[config.mk]
export PLATFORM = sky130hd
export DESIGN_NAME = frame_loader
export DESIGN_NICKNAME = d
export VERILOG_FILES = /design/src/common/rsa_pkg.sv /design/src/source/frame_loader.sv
export VERILOG_INCLUDE_DIRS = /design/src /design/src/common
export SDC_FILE = /design/constraint.sdc
export NUM_CORES = 1
export LEC_CHECK = 0
export BUFFER_PORTS_ARGS = -buffer_cell sky130_fd_sc_hd__buf_2
export CORE_AREA = 5 5 301 303
export CTS_BUF_LIST = sky130_fd_sc_hd__clkbuf_8
export DETAILED_ROUTE_END_ITERATION = 8
export DIE_AREA = 0 0 306 308
export GPL_TIMING_DRIVEN = 0
export PLACE_DENSITY = 0.6
export SLEW_MARGIN = 25
export SYNTH_ARGS = -nofsm -noshare
export SYNTH_HDL_FRONTEND = slang
export SYNTH_SLANG_ARGS = --single-unit
[constraint.sdc]
create_clock -name avm_clk -period 31 [get_ports avm_clk]
set_input_delay 7.75 -clock avm_clk [delete_from_list [all_inputs] [get_ports avm_clk]]
set_output_delay 7.75 -clock avm_clk [all_outputs]
set_load 0.1 [all_outputs]
[src/common/rsa_config.svh]
`ifndef RSA_CONFIG_SVH
`define RSA_CONFIG_SVH

// operand and frame sizes.
`define RSA_BITS       256
`define RSA_IN_BYTES   32
`define RSA_OUT_BYTES  31

// serial peripheral register map.
`define AVM_RX_ADDR     5'd0
`define AVM_TX_ADDR     5'd4
`define AVM_STATUS_ADDR 5'd8
`define AVM_TX_OK_BIT   6
`define AVM_RX_OK_BIT   7

`endif

[src/common/rsa_pkg.sv]
`include "rsa_config.svh"

package rsa_pkg;

    // operands of one frame, in arrival order.
    typedef struct packed {
        logic [`RSA_BITS-1:0] n;
        logic [`RSA_BITS-1:0] d;
        logic [`RSA_BITS-1:0] a;
    } operands_t;

    // one avalon-mm command as driven by the master.
    typedef struct packed {
        logic [4:0]  address;
        logic        read;
        logic        write;
        logic [31:0] writedata;
    } avm_cmd_t;

    typedef enum logic [2:0] {
        ms_poll_rx,
        ms_read_rx,
        ms_poll_tx,
        ms_write_tx,
        ms_idle
    } master_state_e;

    typedef enum logic [1:0] {
        cs_idle,
        cs_prescale,
        cs_multiply,
        cs_finish
    } core_state_e;

endpackage

[src/source/frame_loader.sv]
`timescale 1ns/1ps
`include "rsa_config.svh"

module frame_loader (
    input  logic               avm_clk,
    input  logic               avm_rst,
    input  logic               byte_valid,
    input  logic [7:0]         byte_data,
    input  logic               frame_sent,
    output logic               byte_want,
    output logic               start,
    output rsa_pkg::operands_t operands
);

    logic [6:0] byte_cnt;

    always_ff @(posedge avm_clk or posedge avm_rst) begin
        if (avm_rst) begin
            byte_cnt  <= 7'd0;
            byte_want <= 1'b1;
            start     <= 1'b0;
        end else begin
            start <= 1'b0;
            if (byte_valid) begin
                if (byte_cnt == 7'(3 * `RSA_IN_BYTES - 1)) begin
                    byte_cnt  <= 7'd0;
                    byte_want <= 1'b0;
                    start     <= 1'b1;
                end else begin
                    byte_cnt <= byte_cnt + 7'd1;
                end
            end
            if (frame_sent) begin
                byte_want <= 1'b1;
            end
        end
    end

    // msb first, each byte enters from the right.
    always_ff @(posedge avm_clk) begin
        if (byte_valid) begin
            if (byte_cnt < 7'(`RSA_IN_BYTES)) begin
                operands.n <= {operands.n[`RSA_BITS-9:0], byte_data};
            end else if (byte_cnt < 7'(2 * `RSA_IN_BYTES)) begin
                operands.d <= {operands.d[`RSA_BITS-9:0], byte_data};
            end else begin
                operands.a <= {operands.a[`RSA_BITS-9:0], byte_data};
            end
        end
    end

endmodule

* After elaboration in Yosys (flattened, before gate mapping) *
Cells that the tools add are included.
Widths: inputs -> output; s select.

word-level totals
  output and inout bits = 770
  word-level logic and storage cells = 24
  bits in registers = 777
  input bits = 12

cells by class
  bitwise operators = 2
  reduce and logical (&&, ||, !) cells = 6
  order comparisons = 2
  equality and inequality tests = 1
  add/sub/neg operators = 1
  muxes and demuxes = 6

operators with widths
  operator             number
  $add 7x1->7 const B  1
  $eq 7x7->1 const B   1
  $lt 7x6->1 const B   1
  $lt 7x7->1 const B   1
  $mux 7               1
  $reduce_and 3->1     2
  $mux 1               5
  $reduce_and 2->1     2
  $reduce_bool 2->1    2
  $not 1->1            2

* Depth between registers and ports, before layout *
  depth in word-level cells = 4
  mapped depth = 4
  depth with buffers taken out = 4

* Worst setup path before layout *
No wires, ideal clock.

  path kind = input port to flip-flop
  start point = input port byte_valid
  end point = register operands[512] (netlist bit) (enable)
  data arrival time = 26.077 ns
  stages on the path = 2
  data required time = 29.763 ns
  setup slack = 3.685 ns
  library setup time = 1.237 ns
  buffers on the path = 1
  cell sequence = buf_6 > nor3b_1

between the ends
  cells in the longest elaborated chain, start to end = 1

RTL lines
  what                        line                source
  start, declared             frame_loader.sv:7   input logic byte_valid,
  $reduce_and 2->1 (no line)  -
  end, declared               frame_loader.sv:12  output rsa_pkg::operands_t operands

Every way passes these cells.
A chain may end at the register's enable or synchronous reset.

* Worst setup path after layout *
  start point = input port byte_valid
  end point = register operands[749] (netlist bit) (enable)

The elaborated chain is that of the path after synthesis.

==> results.txt <==
Setup Buffers After CTS = 0
actual slew at the worst max-slew pin = 704.6 ps
Critical Path Source Type = primary input
clk_skew = 26.39 ps
# fillers = 8140
most frequent cell after synthesis = edfxtp_1
Synth Area in Simple Gates = 0.004045
DRT iter0 DRCs = 759
CP required = 31440 ps
vias in the first global route = 12860
via/cell ratio = 3.985
later-pin clock latency in the skew report = 750 ps
Final period util = 0.3463
#FFs+latches synth = 777
Cell Area, Synth = 0.02351 sq mm
fraction of layout cells with a size suffix above 1 = 0.5347
CP Buf/Inv Count = 15
Compound-Gate Fraction of Synth Area = 0.001703
largest net degree at the start of global routing = 56
largest family of logic cells by synthesized area = simple AND/OR/NAND/NOR gates
Peak Freq = 93.15 MHz
final WL = 63.63 mm
LEAKAGE = 11.93 nW
synthesis-to-finish area growth = 34.67%
Cell Chain, Critical Path = buf_6, nor3b_2, buf_4, buf_4, buf_4, buf_4, buf_4, buf_4, buf_4, buf_4, buf_4, buf_4, buf_4, buf_4, buf_4, buf_4
Avg Inst Size Synth = 29.10 sq um
Ports = 782
classification of the worst setup path = primary input to register
Seq/Total Area, Yosys = 0.9906
wire per inst = 21.13 um
power density over cell area = 112.4 mW/mm^2
Vias = 12000
Synth area leader = edfxtp_1
CP max stage delay = 380 ps
status = complete, no violations
GRT Util Overall = 0.1278
Yosys cell types = 24
CP max stage cell = nor3b_2
FP Rows = 109
drt drc = 0
Max VDD drop = 0.00007592 V
Post-Route Setup TNS = 0 ps
Die Height = 308 um
Cells after Synth = 808
length of the first detailed-routing pass in iterations = 4
Clock Root Buffer = clkbuf_8
first-pass GRT wire length = 90.07 mm
ys async rst share = 0.01158
clk slew on worst S/H paths = 70 ps
Worst Path Arrival = 11180 ps
total clock sinks = 777
Post-Synth Adder-Cell Area = 0.0005322
unrepaired setup endpoints after global routing = no
core area = 0.08769 sq mm
dpl hpwl = 47.91 mm
# setup viols final = 0
mux contribution to synthesized area = 0.001384
Synth Net Count = 821
ANT cells = 0
Crit path max-delay family = buffers and inverters
gpl congestion = 0.8484
Starting Density = 0.2681
H-tree depth = 3
Rel. slew slack = 0.5303
synth warn = 0
Tmin final = 10740 ps
cts hold-fix bufs = 0
Worst Hold Class = register to register
CP endpoint kind = register
# port buffers = 780
number of flops mapped to enable cells by yosys = 768
Post-Synth XOR/XNOR Area = 0.0007451
Synth Flop Type = edfxtp_1
worst-case clock buffer depth = 3
largest fanout on the critical path = 11
Max Cap Viol = 0
initial antenna violation count = 3
Hold Violations, Final = 0
DIE WIDTH = 306 um
Final ANT Viol Nets = 0
most frequent cells after synthesis = edfxtp_1 (768), dfrtp_1 (8), o21ai_0 (4)
max-slew violation count = 0
fin nets = 1767
CP most frequent cell = buf_4
Num CTS Buffers = 121
CTS tree = done
PostCTS Resize Cnt = 0
Final Hold Slack = 437.7 ps
die area = 0.09425 sq mm
gr ovfl total = 0
top cells by area, synth = edfxtp_1 (98%), dfrtp_1 (0.85%), dfstp_2 (0.11%)
Synth top area share = 0.9810
layout make-up:
class / count / area, sq um / area share
repair buffers: 823 / 4423 / 0.1397
well taps: 1165 / 1458 / 0.04604
plain buffers: 1 / 11.26 / 0.0003557
multi-input cells: 27 / 209.0 / 0.006600
inverters: 3 / 11.26 / 0.0003557
flip-flops and latches: 777 / 23290 / 0.7356
clock buffers: 123 / 1693 / 0.05347
clock inverters: 92 / 566.8 / 0.01790
power breakdown:
part           internal [mW]  total, mW  switching (mW)
clock network          0.412      0.803           0.391
registers               1.38       1.47          0.0916
logic                  0.121       1.29            1.16
worst register-to-register path, cell delays in order (launching register included):
cell	delay, ps
dfrtp_1	430
nor3b_2	410
buf_4	260
buf_4	190
buf_4	200
buf_4	210
buf_4	190
buf_4	210
buf_4	210
buf_4	210
buf_4	190
buf_4	210
buf_4	230
buf_4	230
buf_4	190
buf_4	200
kinds of logic after synthesis:
kind of cell,after synthesis
compound gates,7
xor+xnor,2
fa+ha+maj,1
buf+inv,4
flops,777
mux,3
simple gates,14
layer usage:
layer  track usage  vias to the layer above  routed length [um]
li1              -                     5224                   -
met1        0.1366                     6024               22390
met2        0.2274                      666               33140
met3       0.05500                       85                6798
met4       0.04350                        0                1302
met5             0                        -                   0
state kept, by name (all words and copies together), names as in the netlist:
| signal | count |
|---|---|
| byte_cnt | 7 |
| byte_want | 1 |
| operands | 768 |
| start | 1 |
cells in the final DEF, fill, tap and decap left out, types with 2 or more instances in the layout:
cell type	instances
edfxtp_1	768
clkinv_8	2
nand2_1	2
bufinv_16	5
nand3_1	2
clkinv_2	18
buf_12	3
xnor2_1	2
buf_4	28
clkinv_1	29
buf_16	7
nand2b_1	2
clkinv_4	3
clkbuf_8	123
inv_1	34
buf_6	6
clkinvlp_4	2
dfrtp_1	8
nand4_2	2
o21ai_0	4
buf_2	780
final timing paths:
check                                   from  cells past startpoint            end  slack, ps
worst max register to register   byte_cnt[5]                     15  operands[749]      26910
worst max-delay path              byte_valid                     16  operands[749]      20260
max in group asynchronous            avm_rst                      2      byte_want      23740
worst min register to register  operands[28]                      0   operands[36]        440
worst min-delay path            operands[28]                      0   operands[36]        440
min in group asynchronous            avm_rst                      2    byte_cnt[6]       6950
metrics by stage:
stage | setup slack [ps] | total power [mW] | instance area, sq um | cells | utilization
after global placement | -5681 | 2.866 | 28870 | 2753 | 0.3292
after global routing | 20110 | 3.688 | 31660 | 3011 | 0.3610
after floorplan | 3685 | 2.612 | 23510 | 808 | -
final | 20260 | 3.560 | 31660 | 3011 | 0.3610
after CTS | 20360 | 3.608 | 31660 | 3011 | 0.3610
after detailed placement | 19480 | 2.791 | 29400 | 2796 | 0.3353
Note: power is estimated with default switching activity, not from simulation.
