<file path="config.mk">
export PLATFORM = sky130hd
export DESIGN_NAME = frame_sender
export DESIGN_NICKNAME = d
export VERILOG_FILES = /design/src/source/frame_sender.sv
export VERILOG_INCLUDE_DIRS = /design/src /design/src/common
export SDC_FILE = /design/constraint.sdc
export NUM_CORES = 1
export LEC_CHECK = 0
export ABC_AREA = 0
export ABC_CLOCK_PERIOD_IN_PS = 1100
export BUFFER_PORTS_ARGS = -buffer_cell sky130_fd_sc_hd__buf_4
export CORE_MARGIN = 2
export CORE_UTILIZATION = 25
export CTS_BUF_LIST = sky130_fd_sc_hd__clkbuf_16
export DETAILED_ROUTE_END_ITERATION = 10
export GPL_TIMING_DRIVEN = 1
export HOLD_SLACK_MARGIN = 0.1
export PLACE_DENSITY_LB_ADDON = 0.2
export SLEW_MARGIN = 5
export SYNTH_ARGS = -nofsm -noshare
export SYNTH_HDL_FRONTEND = slang
export SYNTH_SLANG_ARGS = --single-unit
</file>
<file path="constraint.sdc">
create_clock -name avm_clk -period 1.1 [get_ports avm_clk]
set_input_delay 0.165 -clock avm_clk [delete_from_list [all_inputs] [get_ports avm_clk]]
set_output_delay 0.165 -clock avm_clk [all_outputs]
set_load 0.02 [all_outputs]
</file>
<file path="src/common/rsa_config.svh">
`ifndef RSA_CONFIG_SVH
`define RSA_CONFIG_SVH

// operand and frame sizes.
`define RSA_BITS       256
`define RSA_IN_BYTES   32
`define RSA_OUT_BYTES  31

// serial peripheral register map.
`define AVM_RX_ADDR     5'd0
`define AVM_TX_ADDR     5'd4
`define AVM_STATUS_ADDR 5'd8
`define AVM_TX_OK_BIT   6
`define AVM_RX_OK_BIT   7

`endif

</file>
<file path="src/source/frame_sender.sv">
`timescale 1ns/1ps
`include "rsa_config.svh"

module frame_sender (
    input  logic                 avm_clk,
    input  logic                 avm_rst,
    input  logic                 finished,
    input  logic [`RSA_BITS-1:0] result,
    input  logic                 send_done,
    output logic                 send_want,
    output logic [7:0]           send_byte,
    output logic                 frame_sent
);

    // only the low bytes that go out are kept.
    logic [8*`RSA_OUT_BYTES-1:0] out_sh;
    logic [4:0]                  sent_cnt;

    assign send_byte = out_sh[8*`RSA_OUT_BYTES-1 -: 8];

    always_ff @(posedge avm_clk or posedge avm_rst) begin
        if (avm_rst) begin
            send_want  <= 1'b0;
            sent_cnt   <= 5'd0;
            frame_sent <= 1'b0;
        end else begin
            frame_sent <= 1'b0;
            if (finished) begin
                send_want <= 1'b1;
                sent_cnt  <= 5'd0;
            end else if (send_done) begin
                if (sent_cnt == 5'(`RSA_OUT_BYTES - 1)) begin
                    send_want  <= 1'b0;
                    frame_sent <= 1'b1;
                    sent_cnt   <= 5'd0;
                end else begin
                    sent_cnt <= sent_cnt + 5'd1;
                end
            end
        end
    end

    always_ff @(posedge avm_clk) begin
        if (finished) begin
            out_sh <= result[8*`RSA_OUT_BYTES-1:0];
        end else if (send_done) begin
            out_sh <= out_sh << 8;
        end
    end

endmodule

</file>
Word-level counts from Yosys, hierarchy flattened --
Index checks and enable logic that the tools add are counted. Widths: inputs -> output; s select.
Word-level totals: register bits 255
Cells by class: equal/unequal tests 1, $add $sub $neg 1, mux-type cells 11, reductions and logical operators 3
Operator list (number):
- $mux 248 | 2
- $mux 5 | 3
- $mux 1 | 6
- $add 5x1->5 const B | 1
- $eq 5x5->1 const B | 1
- $reduce_bool 2->1 | 2
- $reduce_and 2->1 | 1

Logic depth before layout (Yosys ltp) --
Gate-level depths: netlist (run 1).
word-level depth 4, depth in mapped cells 5, gate-level depth less buffers 5

Worst setup path before layout (run 1) --
OpenSTA, ideal clock, no wires.
path kind input to register, from input finished, to register out_sh[0], enable pin, data arrival time 3.588 ns, stages 4, path slack -2.994 ns, buffers on the path 3, setup time 0.506 ns, path through buf_2 buf_4 buf_6 or2_2
On the way: word-level cells in the longest chain between the ends 1
RTL lines:
- start: declaration | RTL line frame_sender.sv:7 | input logic finished,
- $reduce_bool 2->1 (no source line)
- end signal: assignment | RTL line frame_sender.sv:45 | out_sh <= result[8*`RSA_OUT_BYTES-1:0];
- end signal: assignment | RTL line frame_sender.sv:47 | out_sh <= out_sh << 8;
- end: declaration | RTL line frame_sender.sv:16 | logic [8*`RSA_OUT_BYTES-1:0] out_sh;
Every way passes these cells. A chain may end at the register's enable or synchronous reset.

Worst setup path after layout (run 1) --
from register send_want, to output send_want
RTL lines:
- start: declaration | RTL line frame_sender.sv:10 | output logic send_want,
- start signal: assignment | RTL line frame_sender.sv:23 | send_want <= 1'b0;
- start signal: assignment | RTL line frame_sender.sv:29 | send_want <= 1'b1;
- start signal: assignment | RTL line frame_sender.sv:33 | send_want <= 1'b0;
No word-level cell between the ends.

==> results.cfg, run 1 <==
[outcome]
outcome = complete, but fails checks
violations = negative setup slack

[layout]
syn2layout_area_growth_pct = 60.34
nNetsFinal = 1401
design_area_um2 = 17550
fillers = 4008
final_util_pct = 40.66
drive_gt1_share_pct = 53.44

[placed_design]
finalWeightedCongestion = 0.7031
dp_slack_ns = -0.2391
dp_hpwl_mm = 17.99
port_buffers = 261
dpl_cell_area_um2 = 13960

[sta]
setup_violations = 17
setup_slack_ns = -0.1518
timing.fmax_mhz = 798.8
worst-slew-pin-transition_ns = 0.3057
finalSetupTns_ns = -1.947
clock-skew-final_ns = 0.01273
timing.final.crit_share_pct = 113.8
rsz0062_at_grt = yes
slew_headroom_pct = 79.55
period_minus_slack_ns = 1.252
hold_viol_final = 0
slew_viol_final = 0

[clock_network]
cts_num_sinks = 255
cts_buffers = 31
clkLatencyLatePin_ns = 0.56
cts_tree = yes
ctsHtreeMaxLevel = 1
clockBufferDepth = 3
clk_pin_slew_ns = 0.06
clockRootBuffer = clkbuf_16

[drt]
via_per_inst = 3.964
first_pass_iters = 4
drtAntennaViolNets = 0
wire_per_inst_um = 15.67
drc_errors = 0
wl_met2_mm = 13.40
first_iter_violations = 255
dr_wl_met3_mm = 1.566
vias = 6929
wl_mm = 27.39
wl_met1_mm = 11.86
highest_layer = met4

[logic_synthesis]
synth_ff_type = edfxtp_1
syn_nets = 833
yosys-top-cells-count = edfxtp_1 (248), mux2_2 (241), buf_6 (24)
synth_edf_count = 248
yosys.cell_count.top_type = edfxtp_1
syn_area_um2 = 10950
synthTopCellsByArea = edfxtp_1 (68%), mux2_2 (25%), buf_6 (2.5%)
syn-instance-count = 571
yosysSeqAreaShare_pct = 69.63
ys_types = 25
syn_area_per_cell_um2 = 19.17
ys_ff_latch = 255
yosysTopAreaCell = edfxtp_1
synth_warnings = 0
synth.top_cell.area_share_pct = 68.03
synthArstFlopShare_pct = 2.745

[hold_path]
worst_hold_path_type = in2reg
hold_path.startpoint = finished

[critical_path]
arrival_ns = 1.09
timing.rr.start = sent_cnt[0]
cp-start-kind = register
path_buf_inv = 1
critPathLaunch = send_want
required_ns = 0.94
cp_slowest_stage_delay_ns = 0.40
crit_family = flip-flops
end_kind = primary output
crit_fanout = 2
crit_chain = buf_6
worstSetupPathType = reg2out
worst_path_max_delay_cell = dfrtp_1

[floorplanning]
die_h_um = 213.3
start_util_pct = 25.36
ios = 270
design.core.area_um2 = 43170
num_rows = 76
die_area_um2 = 45480
die_w_um = 213.3

[pwr]
p_int_mw = 19.45
pwr_density_cell_nw_per_um2 = 1414
design_power_total_mw = 24.81
leakage_nw = 6.837
p_sw_share_pct = 21.60
comb_power_share_pct = 13.4
ir_drop_v = 0.001033
pwr-share-clk_pct = 37.5
seqPwrFrac_pct = 49.1
p_switching_mw = 5.360

[global_route]
grt_max_degree = 24
grt_antenna_before_repair = 1
grt_pass1_vias = 7747
overflow = 0
grt_usage_pct = 11.89
grt_pass1_wl_mm = 41.93

[run]
cap_violations = 0
[cell type report]
type | instances | area [um2] | area share [%]
tap | 585 | 732.0 | 4.170
clock buffer | 31 | 775.7 | 4.420
multi-input combinational | 276 | 3028 | 17.25
timing repair buffer | 573 | 5239 | 29.85
clock inverter | 25 | 142.6 | 0.8127
sequential | 255 | 7625 | 43.44
antenna | 1 | 2.502 | 0.01426
inverter | 2 | 7.507 | 0.04277
[per-layer routing]
metal / track usage [%] / vias to the layer above
met1: 14.85 / 3333
li1: - / 3372
met4: 2.874 / 0
met2: 20.64 / 182
met3: 2.883 / 42
met5: 0 / -
[path summary, 6_finish.rpt]
path                               end  slack [ns]  cells past startpoint
setup / recovery             send_want       -0.15                      1
max in group asynchronous  sent_cnt[1]        0.17                      4
setup reg to reg             send_want       -0.14                      5
hold reg to reg              send_want        0.52                      1
hold / removal             sent_cnt[1]        0.12                      3
min in group asynchronous  sent_cnt[3]        0.68                      4
[power by group through the flow]
stage | clock, mW | sequential (mW) | combinational, mW
after floorplan | 0 | 12.3 | 1.40
after global placement | 0 | 12.4 | 2.55
after detailed placement | 0 | 12.4 | 2.57
after CTS | 9.73 | 12.2 | 3.36
after global routing | 10.1 | 12.3 | 3.60
final | 9.31 | 12.2 | 3.32
[metrics by stage]
| stage | hold slack, ns | cells |
|---|---|---|
| detailed placement | 0.1381 | 1435 |
| global placement | 0.1388 | 1435 |
| global route | 0.1143 | 1747 |
| CTS | 0.1204 | 1747 |
| floorplan | -0.03160 | 571 |
| finish | 0.1168 | 1748 |
[placed cells by master, fill, tap and decap left out, types with 3 or more instances in the layout]
master / instances
dfrtp_1: 5
dlygate4sd3_1: 252
and2_1: 8
buf_6: 13
clkbuf_16: 31
buf_12: 20
nand2b_1: 3
clkinv_2: 4
clkinv_1: 11
buf_4: 287
mux2_2: 241
inv_1: 6
a21oi_2: 3
edfxtp_1: 248
[flip-flops by register name (all words and copies together) (netlist names)]
register / flops
out_sh: 248
sent_cnt: 5
frame_sent: 1
send_want: 1
[cells by family after synthesis]
logic type	count (synthesis)	synth area share, %
DFF	255	69.63
muxes	241	24.79
adders and majority gates	2	0.2286
buffers and inverters	40	3.383
AOI/OAI and AO/OA	7	0.4801
and+or+nand+nor	26	1.486
[repair_timing]
item                                   CTS  global route
pin swaps                               10             6
hold buffers                           252             0
endpoints found under the hold margin  262             0
gates resized for setup                 12            16
setup endpoints to repair               17            17
buffers inserted                         5             1
(Power assumes the default switching activity.)
==> run 2, diff against run 1 <==
- CORE_MARGIN: 2 -> 5
- SLEW_MARGIN: 5 -> 20
==> results.cfg, run 2 (synthesis gave the netlist of run 1 again) <==
[critical_path]
worstSetupPathType = reg2out
r2r_slack_ns = -0.13
crit_fanout = 1
timing.rr.start = sent_cnt[0]
path_buf_inv = 1
crit_chain = buf_6
r2r_end = send_want
arrival_ns = 1.07
cp-start-kind = register
reg2regPathDepth = 5
end_kind = primary output
critPathLaunch = out_sh[240]
crit_family = flip-flops
worst_path_max_delay_cell = edfxtp_1
cp_slowest_stage_delay_ns = 0.38
required_ns = 0.94

[layout]
fin_cells = 1733
drive_gt1_share_pct = 52.48
largestRegisters = out_sh x248, sent_cnt x5
nNetsFinal = 1385
regMostFlops = out_sh
syn2layout_area_growth_pct = 58.90
final_cell_mix = buf_4 (278), dlygate4sd3_1 (252), edfxtp_1 (248), mux2_2 (241), clkbuf_16 (31)
final_common_cell = buf_4
largest_reg_flops = 248

[hold_path]
worst_hold_path_type = in2reg
holdPathStages = 3
min_to = sent_cnt[4]
hold_path.startpoint = finished

[clock_network]
ctsHtreeMaxLevel = 1
clockRootBuffer = clkbuf_16
clockBufferDepth = 3
clkLatencyLatePin_ns = 0.55
cts_tree = yes
cts_num_sinks = 255
clk_pin_slew_ns = 0.06
cts_buffers = 30

[pwr]
comb_power_share_pct = 13.1
pwr_density_cell_nw_per_um2 = 1427
design_power_total_mw = 24.82
seqPwrFrac_pct = 49.1
p_int_mw = 19.60
p_sw_share_pct = 21.03
pwr-share-clk_pct = 37.9
p_switching_mw = 5.219
leakage_nw = 6.764
ir_drop_v = 0.001052

[outcome]
outcome = complete, but fails checks
violations = negative setup slack

[floorplanning]
die_h_um = 219.3
num_rows = 76
design.core.area_um2 = 43170
ios = 270
die_area_um2 = 48070
start_util_pct = 25.36
die_w_um = 219.3

[run]
cap_violations = 0

[placed_design]
finalWeightedCongestion = 0.7210
placedCellCount = 1421
dp_hpwl_mm = 18.53
port_buffers = 261

[sta]
slew_viol_final = 0
clock-skew-final_ns = 0.009708
setup_slack_ns = -0.1372
rsz0062_at_grt = yes
timing.fmax_mhz = 808.3
hold_viol_final = 0
worst-slew-pin-transition_ns = 0.3708
finalSetupTns_ns = -1.808
setup_violations = 17
period_minus_slack_ns = 1.237
slew_headroom_pct = 75.28
timing.final.crit_share_pct = 112.5

[global_route]
overflow = 0
grt_antenna_before_repair = 1
grt_pass1_vias = 7698
grt_usage_pct = 11.12
grt_pass1_wl_mm = 42.33
grt_max_degree = 42

[drt]
first_iter_violations = 435
via_per_inst = 4.008
wire_per_inst_um = 15.87
first_pass_iters = 4
drc_errors = 0
vias = 6945
wl_mm = 27.50
drtAntennaViolNets = 0
run 2: cell count changes in the layout (fill, tap and decap cells not counted), sizes merged:
cell,before,now
buf,321,306
clkinv,16,10
inv,8,12
bufinv,1,2
clkinvlp,2,3
run 2: through the flow:
stage | instance area, um2 | hold WS (ns) | util [%] | setup WS [ns]
final | 17390 | 0.1130 | 40.29 | -0.1372
after global routing | 17390 | 0.1133 | 40.29 | -0.2079
after CTS | 17370 | 0.1350 | 40.24 | -0.1863
after detailed placement | 13810 | 0.1391 | 31.99 | -0.2689
after global placement | 13810 | 0.1423 | 31.99 | -0.2671
after floorplan | 10970 | -0.03160 | - | -1.651
run 2: repair_timing:
action / in CTS / in global routing
endpoints found under the setup margin: 17 / 19
endpoints found under the hold margin: 262 / 0
gates cloned: 0 / 0
hold buffers: 253 / 0
resized for setup: 19 / 5
pin swaps: 9 / 4
buffers inserted: 2 / 1
run 2: worst max path at each step:
stage,cells past startpoint,endpoint,slack (ns)
after floorplan,4,out_sh[0],-1.65
after global placement,3,out_sh[162],-0.27
after detailed placement,3,out_sh[232],-0.27
after CTS,1,send_byte[6],-0.19
after global routing,1,send_byte[0],-0.21
final,1,send_byte[0],-0.14
run 2: power groups by stage:
stage	Combinational (mW)	Clock (mW)	Sequential (mW)
after floorplan	1.40	0	12.3
after global placement	2.47	0	12.4
after detailed placement	2.49	0	12.4
after CTS	3.30	9.78	12.2
after global routing	3.52	10.2	12.3
final	3.24	9.40	12.2
run 2: cell type report:
class | instances | area [um2]
inverter | 2 | 7.507
tap | 585 | 732.0
clock buffer | 31 | 775.7
timing repair buffer | 558 | 5069
sequential | 255 | 7625
multi-input combinational | 276 | 3022
antenna | 1 | 2.502
clock inverter | 25 | 161.4
fill | 3984 | 25780
run 2: tightest hold or removal path: cells and delay by family:
family / cells / cell delay [ns]
AO/OA/AOI/OAI: 1 / 0.09
buffers and inverters: 2 / 0.35
run 2: routing by layer:
metal  vias up  global-route usage, %  wire, um
met1      3368                  14.48     12010
met2       202                  18.78     13320
met5         -                      0         0
met3        40                  2.524      1532
met4         0                  2.931       639
li1       3335                      -         -
==> run 3, diff against run 2 <==
- CORE_MARGIN: 5 -> 8
- SKIP_CTS_REPAIR_TIMING: unset -> 1
==> results.cfg, run 3 (synthesis gave the netlist of run 1 again) <==
[sta]
setup_slack_ns = -0.1524
worst-slew-pin-transition_ns = 0.3025
slew_headroom_pct = 79.81
setup_violations = 253
holdWs_ns = 0.1139
slew_viol_final = 0
clock-skew-final_ns = 0.01748
period_minus_slack_ns = 1.252
timing.final.crit_share_pct = 113.9
hold_viol_final = 0
rsz0062_at_grt = yes
timing.fmax_mhz = 798.5

[global_route]
grt_max_degree = 48
grt_usage_pct = 10.16
grt_pass1_vias = 6606
overflow = 0
grt_antenna_before_repair = 2
grt_pass1_wl_mm = 39.90

[drt]
wire_per_inst_um = 16.95
first_pass_iters = 4
via_per_inst = 3.994
vias = 6921
drtAntennaViolNets = 0
first_iter_violations = 360
wl_mm = 29.37
drc_errors = 0

[critical_path]
path_buf_inv = 1
end_kind = primary output
cp-start-kind = register
crit_family = flip-flops
cp_slowest_stage_delay_ns = 0.39
worstSetupPathType = reg2out
required_ns = 0.94
crit_chain = buf_6
arrival_ns = 1.09
worst_path_max_delay_cell = dfrtp_1
crit_fanout = 2

[clock_network]
cts_buffers = 30
clk_pin_slew_ns = 0.05
cts_num_sinks = 255
clockBufferDepth = 3
ctsHtreeMaxLevel = 1
clkLatencyLatePin_ns = 0.57
clockRootBuffer = clkbuf_16
cts_tree = yes

[floorplanning]
die_h_um = 225.3
start_util_pct = 25.36
die_w_um = 225.3
die_area_um2 = 50740
design.core.area_um2 = 43170
num_rows = 76
ios = 270

[pwr]
ir_drop_v = 0.0009788
leakage_nw = 6.747
pwr_density_cell_nw_per_um2 = 1427

[layout]
nNetsFinal = 1386
fin_cells = 1733
fillers = 3989
final_common_cell = buf_4
largest_reg_flops = 248
regMostFlops = out_sh
final_cell_mix = buf_4 (284), dlygate4sd3_1 (250), edfxtp_1 (248), mux2_2 (241), clkbuf_16 (30)
drive_gt1_share_pct = 52.49
largestRegisters = out_sh x248, sent_cnt x5
syn2layout_area_growth_pct = 58.35

[placed_design]
placedCellCount = 1426
finalWeightedCongestion = 0.7182
dp_hpwl_mm = 19.72
port_buffers = 261

[outcome]
violations = negative setup slack
outcome = complete, but fails checks

[run]
cap_violations = 0

[hold_path]
worst_hold_path_type = in2async
-- run 3: changes by cell type in the layout (fill, tap and decap cells not counted), sizes merged --
cell | previous run | this run
clkinv | 10 | 12
diode | 1 | 3
inv | 12 | 11
dlygate4sd3 | 252 | 250
clkinvlp | 3 | 0
buf | 306 | 309
clkbuf | 31 | 30
-- run 3: final timing paths --
| path | startpoint | end | slack, ns | cells after the start |
|---|---|---|---|---|
| setup / recovery | send_want | send_want | -0.15 | 1 |
| hold / removal | avm_rst | frame_sent | 0.11 | 3 |
| setup reg to reg | sent_cnt[0] | send_want | -0.11 | 5 |
| hold reg to reg | send_want | send_want | 0.53 | 1 |
| max in group asynchronous | avm_rst | sent_cnt[0] | 0.74 | 3 |
| min in group avm_clk | finished | sent_cnt[1] | 0.15 | 3 |
-- run 3: layer usage --
metal | share of wire (%) | routed length (um) | GRT usage [%] | up-vias
met1 | 42 | 12370 | 12.88 | 3338
li1 | - | - | - | 3340
met5 | 0 | 0 | 0 | -
met2 | 49 | 14500 | 16.49 | 207
met4 | 1.8 | 520 | 3.522 | 0
met3 | 6.7 | 1975 | 2.876 | 36
-- run 3: area by class of cell --
type / instances / area, um2 / area share (%)
Tap cell: 585 / 732.0 / 4.223
Sequential cell: 255 / 7625 / 43.99
Multi-Input combinational cell: 276 / 3009 / 17.36
Antenna cell: 3 / 7.507 / 0.04331
Timing Repair Buffer: 559 / 5034 / 29.04
Clock buffer: 30 / 750.7 / 4.331
Clock inverter: 23 / 168.9 / 0.9744
Inverter: 2 / 7.507 / 0.04331
-- run 3: power breakdown --
group	internal [mW]	total, mW	switching (mW)
sequential	11.9	12.2	0.290
combinational	2.18	3.24	1.07
clock	5.38	9.31	3.93
-- run 3: metrics by stage --
step                      setup slack (ns)  power, mW  area [um2]  util [%]  TNS (ns)
after floorplan                     -1.651      13.67       10970         -   -413.29
after global placement             -0.2005      14.88       13810     31.99    -64.89
after detailed placement           -0.2050      14.89       13810     31.99    -66.49
after CTS                          -0.2145      24.39       14730     34.12    -2.687
after global routing               -0.2110      25.79       17330     40.15    -6.184
final                              -0.1524      24.74       17330     40.15    -9.051
